[src/hw/pixel_readout_macros.svh]
// pixel readout sizing
// matrix geometry, hit address widths, FIFO depth and Wishbone bus widths
`ifndef PIXEL_READOUT_MACROS_SVH
`define PIXEL_READOUT_MACROS_SVH

// matrix geometry
`define PIX_ROWS 8
`define PIX_COLS 8

// index widths, log2 of rows and cols
`define PIX_ROW_W 3
`define PIX_COL_W 3

// kept small so back-pressure shows up quickly
`define HIT_FIFO_DEPTH 4

// Wishbone classic slave widths
`define WB_DW 32
`define WB_AW 4

`endif

[src/hw/pixel_readout_pkg.sv]
// pixel readout shared types
// hit address, sequencer states and register word offsets
`include "pixel_readout_macros.svh"

package pixel_readout_pkg;

    // row in the upper bits, column in the lower bits
    typedef struct packed {
        logic [`PIX_ROW_W-1:0] row;
        logic [`PIX_COL_W-1:0] col;
    } hit_addr_t;

    // one pass per hit
    typedef enum logic [1:0] {
        IDLE    = 2'd0,
        ROW_SEL = 2'd1,
        COL_SEL = 2'd2,
        PUSH    = 2'd3
    } seq_state_t;

    // word offsets, taken from adr_i[3:2]
    typedef enum logic [1:0] {
        REG_STATUS = 2'd0,
        REG_DATA   = 2'd1,
        REG_CTRL   = 2'd2
    } reg_offset_t;

endpackage

[src/hw/hit_fifo.sv]
// hit address FIFO with its connecting interface
// first-word fall-through circular buffer, push ignored when full, pop when empty
`include "pixel_readout_macros.svh"

interface hit_fifo_if import pixel_readout_pkg::*; ();
    logic                                   push;
    hit_addr_t                              push_data;
    logic                                   full;
    logic                                   pop;
    hit_addr_t                              pop_data;
    logic                                   empty;
    logic [$clog2(`HIT_FIFO_DEPTH + 1)-1:0] level;

    modport writer (output push, output push_data, input full);
    modport store (
        input  push, input  push_data, input  pop,
        output full, output pop_data,  output empty, output level
    );
    modport reader (output pop, input pop_data, input empty, input full, input level);
endinterface

module hit_fifo import pixel_readout_pkg::*; (
    input logic       clk_i,
    input logic       reset_i,
    hit_fifo_if.store port
);
    localparam int DEPTH = `HIT_FIFO_DEPTH;
    localparam int PTR_W = $clog2(DEPTH);
    localparam int LVL_W = $clog2(DEPTH + 1);

    hit_addr_t        mem [DEPTH];
    logic [PTR_W-1:0] wr_ptr;
    logic [PTR_W-1:0] rd_ptr;
    logic [LVL_W-1:0] count;
    logic             do_push;
    logic             do_pop;

    assign port.full  = (count == LVL_W'(DEPTH));
    assign port.empty = (count == '0);
    assign port.level = count;
    assign do_push    = port.push & ~port.full;
    assign do_pop     = port.pop & ~port.empty;

    // head word always visible
    assign port.pop_data = mem[rd_ptr];

    always_ff @(posedge clk_i)
    begin
        if (do_push)
        begin
            mem[wr_ptr] <= port.push_data;
        end
    end

    always_ff @(posedge clk_i or posedge reset_i)
    begin
        if (reset_i)
        begin
            wr_ptr <= '0;
            rd_ptr <= '0;
            count  <= '0;
        end
        else
        begin
            // pointers wrap at the last entry
            if (do_push)
            begin
                wr_ptr <= (wr_ptr == PTR_W'(DEPTH - 1)) ? '0 : wr_ptr + 1'b1;
            end
            if (do_pop)
            begin
                rd_ptr <= (rd_ptr == PTR_W'(DEPTH - 1)) ? '0 : rd_ptr + 1'b1;
            end
            // simultaneous push and pop leaves the count alone
            case ({do_push, do_pop})
                2'b10:   count <= count + 1'b1;
                2'b01:   count <= count - 1'b1;
                default: count <= count;
            endcase
        end
    end

endmodule

[src/hw/hit_latch_array.sv]
// sticky hit latches for the whole pixel matrix
// one row request per row, single addressed pixel cleared after readout
`include "pixel_readout_macros.svh"

module hit_latch_array import pixel_readout_pkg::*; (
    input  logic                             clk_i,
    input  logic                             reset_i,
    input  logic [`PIX_ROWS*`PIX_COLS-1:0]   hit_i,
    input  logic                             clear_i,
    input  hit_addr_t                        clear_addr_i,
    output logic [`PIX_ROWS*`PIX_COLS-1:0]   pixels_o,
    output logic [`PIX_ROWS-1:0]             row_req_o
);
    logic [`PIX_ROWS*`PIX_COLS-1:0] latch_q;
    logic [`PIX_ROWS*`PIX_COLS-1:0] clear_mask;

    // one-hot mask of the pixel being read out
    always_comb
    begin
        clear_mask = '0;
        if (clear_i)
        begin
            clear_mask[int'(clear_addr_i.row) * `PIX_COLS + int'(clear_addr_i.col)] = 1'b1;
        end
    end

    always_ff @(posedge clk_i or posedge reset_i)
    begin
        if (reset_i)
        begin
            latch_q <= '0;
        end
        else
        begin
            // fresh hit beats a clear on the same pixel
            latch_q <= (latch_q & ~clear_mask) | hit_i;
        end
    end

    assign pixels_o = latch_q;

    // or-reduce each row
    for (genvar r = 0; r < `PIX_ROWS; r++)
    begin : g_row_req
        assign row_req_o[r] = |latch_q[r*`PIX_COLS +: `PIX_COLS];
    end

endmodule

[src/hw/pixel_readout_top.sv]
// pixel matrix readout top level
// latches, sequencer, FIFO and Wishbone registers on plain ports
`include "pixel_readout_macros.svh"

module pixel_readout_top import pixel_readout_pkg::*; (
    input  logic                           clk_i,
    input  logic                           reset_i,
    input  logic [`PIX_ROWS*`PIX_COLS-1:0] hit_i,
    input  logic                           cyc_i,
    input  logic                           stb_i,
    input  logic                           we_i,
    input  logic [`WB_AW-1:0]              adr_i,
    input  logic [`WB_DW-1:0]              dat_i,
    input  logic [`WB_DW/8-1:0]            sel_i,
    output logic [`WB_DW-1:0]              dat_o,
    output logic                           ack_o
);
    logic [`PIX_ROWS*`PIX_COLS-1:0] pixels;
    logic [`PIX_ROWS-1:0]           row_req;
    logic                           clear;
    hit_addr_t                      clear_addr;
    logic                           run;

    // sequencer to FIFO to registers
    hit_fifo_if fifo_if ();

    hit_latch_array u_latch (
        .clk_i        (clk_i),
        .reset_i      (reset_i),
        .hit_i        (hit_i),
        .clear_i      (clear),
        .clear_addr_i (clear_addr),
        .pixels_o     (pixels),
        .row_req_o    (row_req)
    );

    readout_sequencer u_seq (
        .clk_i        (clk_i),
        .reset_i      (reset_i),
        .run_i        (run),
        .row_req_i    (row_req),
        .pixels_i     (pixels),
        .clear_o      (clear),
        .clear_addr_o (clear_addr),
        .fifo         (fifo_if.writer)
    );

    hit_fifo u_fifo (
        .clk_i   (clk_i),
        .reset_i (reset_i),
        .port    (fifo_if.store)
    );

    wb_readout_regs u_regs (
        .clk_i   (clk_i),
        .reset_i (reset_i),
        .cyc_i   (cyc_i),
        .stb_i   (stb_i),
        .we_i    (we_i),
        .adr_i   (adr_i),
        .dat_i   (dat_i),
        .sel_i   (sel_i),
        .dat_o   (dat_o),
        .ack_o   (ack_o),
        .fifo    (fifo_if.reader),
        .run_o   (run)
    );

endmodule

[src/hw/readout_sequencer.sv]
// readout sequencer
// steps row then column arbitration and pushes one hit address per pass
`include "pixel_readout_macros.svh"

module readout_sequencer import pixel_readout_pkg::*; (
    input  logic                           clk_i,
    input  logic                           reset_i,
    input  logic                           run_i,
    input  logic [`PIX_ROWS-1:0]           row_req_i,
    input  logic [`PIX_ROWS*`PIX_COLS-1:0] pixels_i,
    output logic                           clear_o,
    output hit_addr_t                      clear_addr_o,
    hit_fifo_if.writer                     fifo
);
    seq_state_t             state_q;
    seq_state_t             state_d;
    logic                   row_en;
    logic                   col_en;
    logic [`PIX_ROWS-1:0]   row_gnt;
    logic [`PIX_ROW_W-1:0]  row_idx;
    logic [`PIX_COLS-1:0]   col_req;
    logic [`PIX_COL_W-1:0]  col_idx;
    hit_addr_t              cur_addr;

    // next state
    always_comb
    begin
        state_d = state_q;
        case (state_q)
            IDLE:
            begin
                // hold here while the FIFO is full, latches keep the hits
                if (run_i && (|row_req_i) && !fifo.full)
                begin
                    state_d = ROW_SEL;
                end
            end
            ROW_SEL: state_d = COL_SEL;
            COL_SEL: state_d = PUSH;
            PUSH:    state_d = IDLE;
            default: state_d = IDLE;
        endcase
    end

    always_ff @(posedge clk_i or posedge reset_i)
    begin
        if (reset_i)
        begin
            state_q <= IDLE;
        end
        else
        begin
            state_q <= state_d;
        end
    end

    assign row_en = (state_q == ROW_SEL);
    assign col_en = (state_q == COL_SEL);

    // pixel bits of the granted row, and-or over the one-hot row grant
    always_comb
    begin
        col_req = '0;
        for (int r = 0; r < `PIX_ROWS; r++)
        begin
            if (row_gnt[r])
            begin
                col_req = col_req | pixels_i[r*`PIX_COLS +: `PIX_COLS];
            end
        end
    end

    rr_arbiter #(.WIDTH(`PIX_ROWS)) row_arb (
        .clk_i    (clk_i),
        .reset_i  (reset_i),
        .enable_i (row_en),
        .req_i    (row_req_i),
        .gnt_o    (row_gnt),
        .idx_o    (row_idx)
    );

    // column pointer persists across rows
    rr_arbiter #(.WIDTH(`PIX_COLS)) col_arb (
        .clk_i    (clk_i),
        .reset_i  (reset_i),
        .enable_i (col_en),
        .req_i    (col_req),
        .gnt_o    (),
        .idx_o    (col_idx)
    );

    assign cur_addr.row = row_idx;
    assign cur_addr.col = col_idx;

    // write and clear together in PUSH
    assign fifo.push      = (state_q == PUSH);
    assign fifo.push_data = cur_addr;
    assign clear_o        = (state_q == PUSH);
    assign clear_addr_o   = cur_addr;

endmodule

[src/hw/rr_arbiter.sv]
// round-robin arbiter with a registered one-hot grant
// requests above the last grant win first, otherwise wrap to the lowest request
module rr_arbiter #(
    parameter int WIDTH = 8
) (
    input  logic                     clk_i,
    input  logic                     reset_i,
    input  logic                     enable_i,
    input  logic [WIDTH-1:0]         req_i,
    output logic [WIDTH-1:0]         gnt_o,
    output logic [$clog2(WIDTH)-1:0] idx_o
);
    localparam int IDX_W = $clog2(WIDTH);

    logic [WIDTH-1:0] mask_q;
    logic [WIDTH-1:0] mask_req;
    logic [WIDTH-1:0] mask_gnt;
    logic [WIDTH-1:0] raw_gnt;
    logic [WIDTH-1:0] gnt_next;
    logic [WIDTH-1:0] mask_next;

    // lowest set bit only
    function automatic logic [WIDTH-1:0] lowest_bit(input logic [WIDTH-1:0] vec);
        return vec & (~vec + WIDTH'(1));
    endfunction

    // one-hot to binary, zero when nothing granted
    function automatic logic [IDX_W-1:0] encode(input logic [WIDTH-1:0] onehot);
        logic [IDX_W-1:0] idx;
        idx = '0;
        for (int i = 0; i < WIDTH; i++)
        begin
            if (onehot[i])
            begin
                idx = IDX_W'(i);
            end
        end
        return idx;
    endfunction

    // requests strictly above the previous grant
    assign mask_req = req_i & mask_q;
    assign mask_gnt = lowest_bit(mask_req);
    assign raw_gnt  = lowest_bit(req_i);

    // wrap to raw when nothing left above the pointer
    assign gnt_next = (|mask_req) ? mask_gnt : raw_gnt;

    // bits above the new grant, keep old pointer on an empty request
    assign mask_next = (|req_i) ? ~((gnt_next << 1) - WIDTH'(1)) : mask_q;

    always_ff @(posedge clk_i or posedge reset_i)
    begin
        if (reset_i)
        begin
            // every request allowed, nothing granted
            mask_q <= '1;
            gnt_o  <= '0;
        end
        else if (enable_i)
        begin
            mask_q <= mask_next;
            gnt_o  <= gnt_next;
        end
    end

    // index follows the registered grant
    assign idx_o = encode(gnt_o);

endmodule

[src/hw/wb_readout_regs.sv]
// Wishbone classic register slave for the readout
// status word, FIFO data pop on read, run enable in control
`include "pixel_readout_macros.svh"

module wb_readout_regs import pixel_readout_pkg::*; (
    input  logic                 clk_i,
    input  logic                 reset_i,
    input  logic                 cyc_i,
    input  logic                 stb_i,
    input  logic                 we_i,
    input  logic [`WB_AW-1:0]    adr_i,
    input  logic [`WB_DW-1:0]    dat_i,
    input  logic [`WB_DW/8-1:0]  sel_i,
    output logic [`WB_DW-1:0]    dat_o,
    output logic                 ack_o,
    hit_fifo_if.reader           fifo,
    output logic                 run_o
);
    reg_offset_t        offset;
    logic               wb_req;
    logic               wb_ack;
    logic               run_q;
    logic [`WB_DW-1:0]  rd_word;

    // word address, byte lanes dropped
    assign offset = reg_offset_t'(adr_i[3:2]);
    assign wb_req = cyc_i & stb_i;
    // cycle where the transfer completes
    assign wb_ack = ack_o & wb_req;

    always_ff @(posedge clk_i or posedge reset_i)
    begin
        if (reset_i)
        begin
            ack_o <= 1'b0;
            run_q <= 1'b0;
        end
        else
        begin
            // one ack per request, one clock late
            ack_o <= wb_req & ~ack_o;
            if (wb_ack && we_i && offset == REG_CTRL && sel_i[0])
            begin
                run_q <= dat_i[0];
            end
        end
    end

    // read mux, evaluated on the ack cycle
    always_comb
    begin
        rd_word = '0;
        case (offset)
            REG_STATUS:
            begin
                rd_word[0]   = fifo.empty;
                rd_word[1]   = fifo.full;
                rd_word[7:4] = 4'(fifo.level);
            end
            REG_DATA:
            begin
                // valid flag plus row/col, zero when empty
                if (!fifo.empty)
                begin
                    rd_word[`WB_DW-1] = 1'b1;
                    rd_word[5:0]      = fifo.pop_data;
                end
            end
            REG_CTRL: rd_word[0] = run_q;
            default:  rd_word = '0;
        endcase
    end

    assign dat_o = ack_o ? rd_word : '0;
    // pop in the same cycle the head is returned
    assign fifo.pop = wb_ack & ~we_i & (offset == REG_DATA) & ~fifo.empty;
    assign run_o    = run_q;

endmodule

[config.mk]
export PLATFORM = sky130hd
export DESIGN_NAME = pixel_readout_top
export DESIGN_NICKNAME = d
export VERILOG_FILES = /design/src/hw/pixel_readout_pkg.sv /design/src/hw/hit_fifo.sv /design/src/hw/hit_latch_array.sv /design/src/hw/pixel_readout_top.sv /design/src/hw/readout_sequencer.sv /design/src/hw/rr_arbiter.sv /design/src/hw/wb_readout_regs.sv
export VERILOG_INCLUDE_DIRS = /design/src /design/src/hw
export SDC_FILE = /design/constraint.sdc
export NUM_CORES = 1
export LEC_CHECK = 0
export ABC_AREA = 1
export CORE_AREA = 2 2 175 91
export DETAILED_ROUTE_END_ITERATION = 7
export DIE_AREA = 0 0 177 93
export DONT_BUFFER_PORTS = 1
export GPL_ROUTABILITY_DRIVEN = 1
export PLACE_DENSITY_LB_ADDON = 0.25
export SLEW_MARGIN = 20
export SYNTH_ARGS = -nofsm -noshare
export SYNTH_HDL_FRONTEND = slang
export SYNTH_SLANG_ARGS = --single-unit
[constraint.sdc]
create_clock -name clk_i -period 7.2 [get_ports clk_i]
set_input_delay 1.44 -clock clk_i [delete_from_list [all_inputs] [get_ports clk_i]]
set_output_delay 1.44 -clock clk_i [all_outputs]
set_load 0.005 [all_outputs]
==> Yosys cells after proc, flatten, opt, wreduce, memory -nomap -nowiden <==
Memories as Yosys holds them, arrays and structs flattened.
Cells that the tools add are included.
{ "totals": {"out_inout_bits": 33, "elab_cells": 138, "n_memories": 1, "regBits": 107, "mem_bits_rw": 24} }
{ "memory_table": {"columns": ["name", "depth", "word_bits", "rd", "rd_clocked_by_memory_dff", "write_ports", "line", "source"], "rows": [
  ["u_fifo.mem", 4, 6, 1, 0, 1, "hit_fifo.sv:31", "hit_addr_t mem [DEPTH];"]
]} }
{ "classes": {"magnitude_cmp": 2, "bitwise_logic": 34, "n_addsub": 11, "n_mux": 43, "n_reduce_logical": 25, "eq_ne": 11} }
{ "ops": {"columns": ["cell", "count"], "rows": [
  ["$reduce_or A8 Y1", 11],
  ["$mux W8", 10],
  ["$and A64 B64 Y64", 1],
  ["$mux W64", 1],
  ["$not A64 Y64", 1],
  ["$or A64 B64 Y64", 1],
  ["$reduce_or A64 Y1", 1],
  ["$or A8 B8 Y8", 7],
  ["$and A8 B8 Y8", 6],
  ["$not A8 Y8", 6],
  ["$mux W3", 12],
  ["$add A8 B1 Y8 const B", 4],
  ["$ge A32 B1 Y1 const B", 1],
  ["$lt A32 B8 Y1 const B", 1],
  ["$mux W32", 1],
  ["$sub A8 B1 Y8 const B", 2],
  ["$eq A2 B2 Y1 const B", 6],
  ["$and A1 B1 Y1", 8],
  ["$mux W1", 8],
  ["$mux W2", 4],
  ["$pmux W2 S4", 1],
  ["$add A6 B3 Y7", 1],
  ["$demux W1 S6", 1],
  ["$eq A2 B1 Y1 const B", 3],
  ["other kinds (17)", 28]
]} }

==> Depth between registers and ports, before layout <==
{ "logic_depth": {"word_depth": 22, "mapped_depth": 21, "depth_no_buf": 19} }

==> By module <==
Synthesis repeated with hierarchy kept, for this count alone.
{ "hier_totals": {"cells_unflattened": 956, "hier_area_um2": 7425.9} }
{ "modules_own_cells": {"columns": ["module", "cells_each", "seq_area_each_um2", "area_per_inst_um2", "n_inst"], "rows": [
  ["hit_latch_array", 335, 1601.5, 2824.0, 1],
  ["rr_arbiter", 143, 410.4, 1019.7, 2],
  ["hit_fifo", 132, 895.9, 1446.4, 1],
  ["readout_sequencer", 131, 50.0, 680.7, 1],
  ["wb_readout_regs", 72, 50.0, 435.4, 1]
]} }

==> Least setup slack after synthesis <==
OpenSTA, ideal clock, no wires.
{ "synth_path": {"kind": "input to output", "startpoint": "input adr_i[2]", "endpoint": "output dat_o[2]", "path_buffers": 0, "required_time_ns": 5.760, "cell_stages": 5, "arrival_ns": 1.978, "slack_ns": 3.782, "path_cell_list": "inv_1 > nor2_1 > nand2_1 > nor2_1 > a21boi_0"} }
{ "synth_between": {"elab_chain_len": 3} }
{ "synth_rtl": {"columns": ["item", "line", "source"], "rows": [
  ["from (decl)", "pixel_readout_top.sv:12", "input logic [`WB_AW-1:0] adr_i,"],
  ["$eq A2 B1 Y1", "wb_readout_regs.sv:53", "case (offset)"],
  ["$mux W2", "wb_readout_regs.sv:53", null],
  ["$mux W32", "wb_readout_regs.sv:74", "assign dat_o = ack_o ? rd_word : '0;"],
  ["to (decl)", "pixel_readout_top.sv:15", "output logic [`WB_DW-1:0] dat_o,"]
]} }
No other way between the ends.

==> Worst setup path in the final report <==
Same ends and word-level chain as after synthesis.

==> results.py <==
metrics = {
    "clock_tree": {
        "clk_path_buf_depth": 2,
        "postCtsSetupBuffers": 0,
        "h-tree-depth": 4,
        "cts_tree": "built",
        "post_cts_resized": 0,
        "clock-root-buffer": "clkbuf_16",
        "clkTransAtPathRegs_ns": 0.06,
        "cts_buffers": 17,
        "clkSinkCount": 130,
        "postCtsHoldBufs": 0,
        "clk_latency_ns": 0.42,
    },
    "place": {
        "gp_congestion": 0.9568,
        "io_buffers": 0,
        "dp_hpwl_mm": 15.71,
        "pre_cts_ws_ns": 3.575,
        "placed_area_um2": 7378,
    },
    "global_route": {
        "grtUsageTotal_pct": 26.56,
        "grt_pass1_vias": 5698,
        "grt-ovfl-total": 0,
        "antenna_found_initial": 1,
        "grt_pass1_wl_mm": 32.22,
        "grt_start_max_net_pins": 66,
    },
    "route": {
        "vias": 6127,
        "routedWlPerCell_um": 17.76,
        "firstDrtPassIters": 5,
        "drc": 0,
        "detail-route-antenna-nets": 0,
        "totalWireLength_mm": 20.44,
        "vias_per_cell": 5.323,
        "drt-initial-drc-count": 756,
    },
    "hold_path": {
        "hp-class": "reg2reg",
    },
    "synth": {
        "netlist_area_um2": 7336,
        "synth_area_leaders": "dfrtp_1 (31%), nand2_1 (13%), edfxtp_1 (9.8%)",
        "yosys.area.top_type_share_pct": 30.70,
        "synthCells": 928,
        "synth_cell_types": 45,
        "synth_edf_count": 24,
        "yosys_most_used_dff": "dfrtp_1",
        "synth_seq_area_share_pct": 46.26,
        "async_reset_ff_share_pct": 81.54,
        "yosys.area.top_type": "dfrtp_1",
        "syn_area_per_cell_um2": 7.905,
        "synth_warnings": 0,
        "synth_seq_cells": 130,
    },
    "power": {
        "power_switching_uw": 1497,
        "seqPwrFrac_pct": 32.5,
        "p_sw_share_pct": 43.84,
        "p_leak_uw": 0.003482,
        "p_clk_share_pct": 26.4,
        "finalPower_uw": 3414,
        "power.internal_uw": 1917,
        "combPwrFrac_pct": 41.0,
        "power.density_nw_per_um2": 427.7,
        "irDropWorstVdd_mv": 0.2246,
    },
    "floorplanning": {
        "die_x_um": 177,
        "die-area_um2": 16460,
        "rows": 32,
        "start_util_pct": 48.86,
        "ioPinCount": 142,
        "die_height_um": 93,
        "core_um2": 15010,
    },
    "sta": {
        "period_share_pct": 49.78,
        "slew_violations": 0,
        "finalSetupViolations": 0,
        "rsz0062_at_grt": "no",
        "fin_worst_skew_ns": 0.009059,
        "slew_headroom_pct": 42.60,
        "finalSetupTns_ns": 0,
        "timing.final.ws_setup_ns": 3.616,
        "hold_viol": 0,
        "timing.fmax_mhz": 279.0,
        "worst_pin_slew_ns": 0.8609,
        "post-route-min-period_ns": 3.584,
    },
    "layout": {
        "fin_util_pct": 53.16,
        "final_area_um2": 7981,
        "drive_gt1_share_pct": 11.95,
        "areaGrowthSynthToFinish_pct": 8.801,
        "nets": 1056,
    },
    "job": {
        "maxCapViolCount": 0,
    },
    "worst_setup_path": {
        "critPathArrivalTime_ns": 2.14,
        "worstSetupPathType": "in2out",
        "critical_path.max_fanout": 4,
        "required_ns": 5.76,
        "setup.worst_path.start_class": "primary input",
        "end_kind": "primary output",
    },
    "status": {
        "status": "finished clean",
    },
}
critical path, cell delays in order:
cell and delay (ns):
inv_1 0.02, nor2_1 0.08, nand2_1 0.08, nor2_1 0.26, a21boi_0 0.27
kinds of logic after synthesis:
logic type      Yosys count  share of synthesized area, %
simple gates            478                         29.49
buf+inv                 160                         10.46
compound gates          142                         10.86
flops                   130                         46.26
fa+ha+maj                14                         2.490
xor+xnor                  2                        0.2388
other cells               1                       0.05112
mux                       1                        0.1535
flip-flops by register name, indices dropped and copies added, names as in the netlist:
| name | cells |
|---|---|
| u_fifo.mem | 24 |
| u_fifo.port.level | 3 |
| u_fifo.rd_ptr | 2 |
| u_fifo.wr_ptr | 2 |
| u_latch.pixels_o | 64 |
| u_regs.ack_o | 1 |
| u_regs.run_o | 1 |
| u_seq.col_arb.gnt_o | 7 |
| u_seq.col_arb.mask_q | 8 |
| u_seq.row_arb.gnt_o | 8 |
| u_seq.row_arb.mask_q | 8 |
| u_seq.state_q | 2 |
cell usage after synthesis (all sizes together), types with 5 or more instances:
library cell	count
nand2	288
nor2	127
inv	122
o21ai	101
dfrtp	90
nand3	38
buf	33
edfxtp	24
a21oi	17
dfstp	16
ha	13
nand4	8
nor3	8
o21bai	6
clkbuf	5
power groups by stage:
stage                     Combinational, µW  Sequential (µW)  Clock (µW)
after floorplan                        1140             1010           0
after global placement                 1340             1110           0
after detailed placement               1360             1110           0
after CTS                              1370             1100         908
after global routing                   1590             1130         946
final                                  1400             1110         903
worst paths after layout:
check                                        start                      end  cells past startpoint  slack (ns)
setup / recovery                          adr_i[2]                 dat_o[2]                      5        3.62
hold / removal             u_seq.row_arb.mask_q[7]  u_seq.row_arb.mask_q[7]                      2        0.47
setup reg to reg            u_seq.row_arb.gnt_o[7]  u_seq.col_arb.mask_q[7]                     18        4.48
hold reg to reg            u_seq.row_arb.mask_q[7]  u_seq.row_arb.mask_q[7]                      2        0.47
max in group asynchronous                  reset_i     u_latch.pixels_o[59]                      2        5.02
min in group asynchronous                  reset_i             u_regs.ack_o                      1        0.93
per-layer routing:
layer  GRT usage, %  vias to the layer above  part of all wire [%]
met2          31.87                      314                    35
met3          9.634                       19                    12
met5              0                        -                     0
li1               -                     2914                     -
met1          43.21                     2880                    53
met4          6.129                        0                   1.0
through the flow:
stage	hold slack, ns	cells
after floorplan	0.4470	951
after global placement	0.4614	1118
after detailed placement	0.4645	1118
after CTS	0.4739	1150
after global routing	0.4885	1151
final	0.4685	1151
layout make-up:
type / count / area (µm²)
antenna: 1 / 2.502
clock buffer: 20 / 436.7
clock inverter: 12 / 163.9
fill: 1439 / 7033
inverter: 122 / 460.4
multi-input combinational: 661 / 3262
sequential: 130 / 3393
tap: 204 / 255.2
timing repair buffer: 1 / 7.507
cell usage in the layout (no fill, tap or decap), types with 4 or more instances in the layout:
| master | instances |
|---|---|
| a21oi_1 | 16 |
| nor2_4 | 4 |
| inv_1 | 117 |
| clkbuf_16 | 17 |
| o21ai_1 | 12 |
| o21bai_1 | 6 |
| nand2_2 | 24 |
| ha_1 | 13 |
| edfxtp_1 | 24 |
| inv_2 | 4 |
| nand3_2 | 5 |
| dfrtp_1 | 90 |
| clkinv_1 | 4 |
| nor4_1 | 4 |
| bufinv_16 | 4 |
| a21o_1 | 4 |
| nand2_4 | 10 |
| o21ai_0 | 85 |
| nor2_2 | 12 |
| nand3_1 | 33 |
| nand4_1 | 8 |
| nand2_1 | 254 |
| dfstp_2 | 16 |
| nor3_1 | 7 |
| conb_1 | 24 |
| o22ai_1 | 4 |
| nor2_1 | 109 |
(Power assumes the default switching activity.)
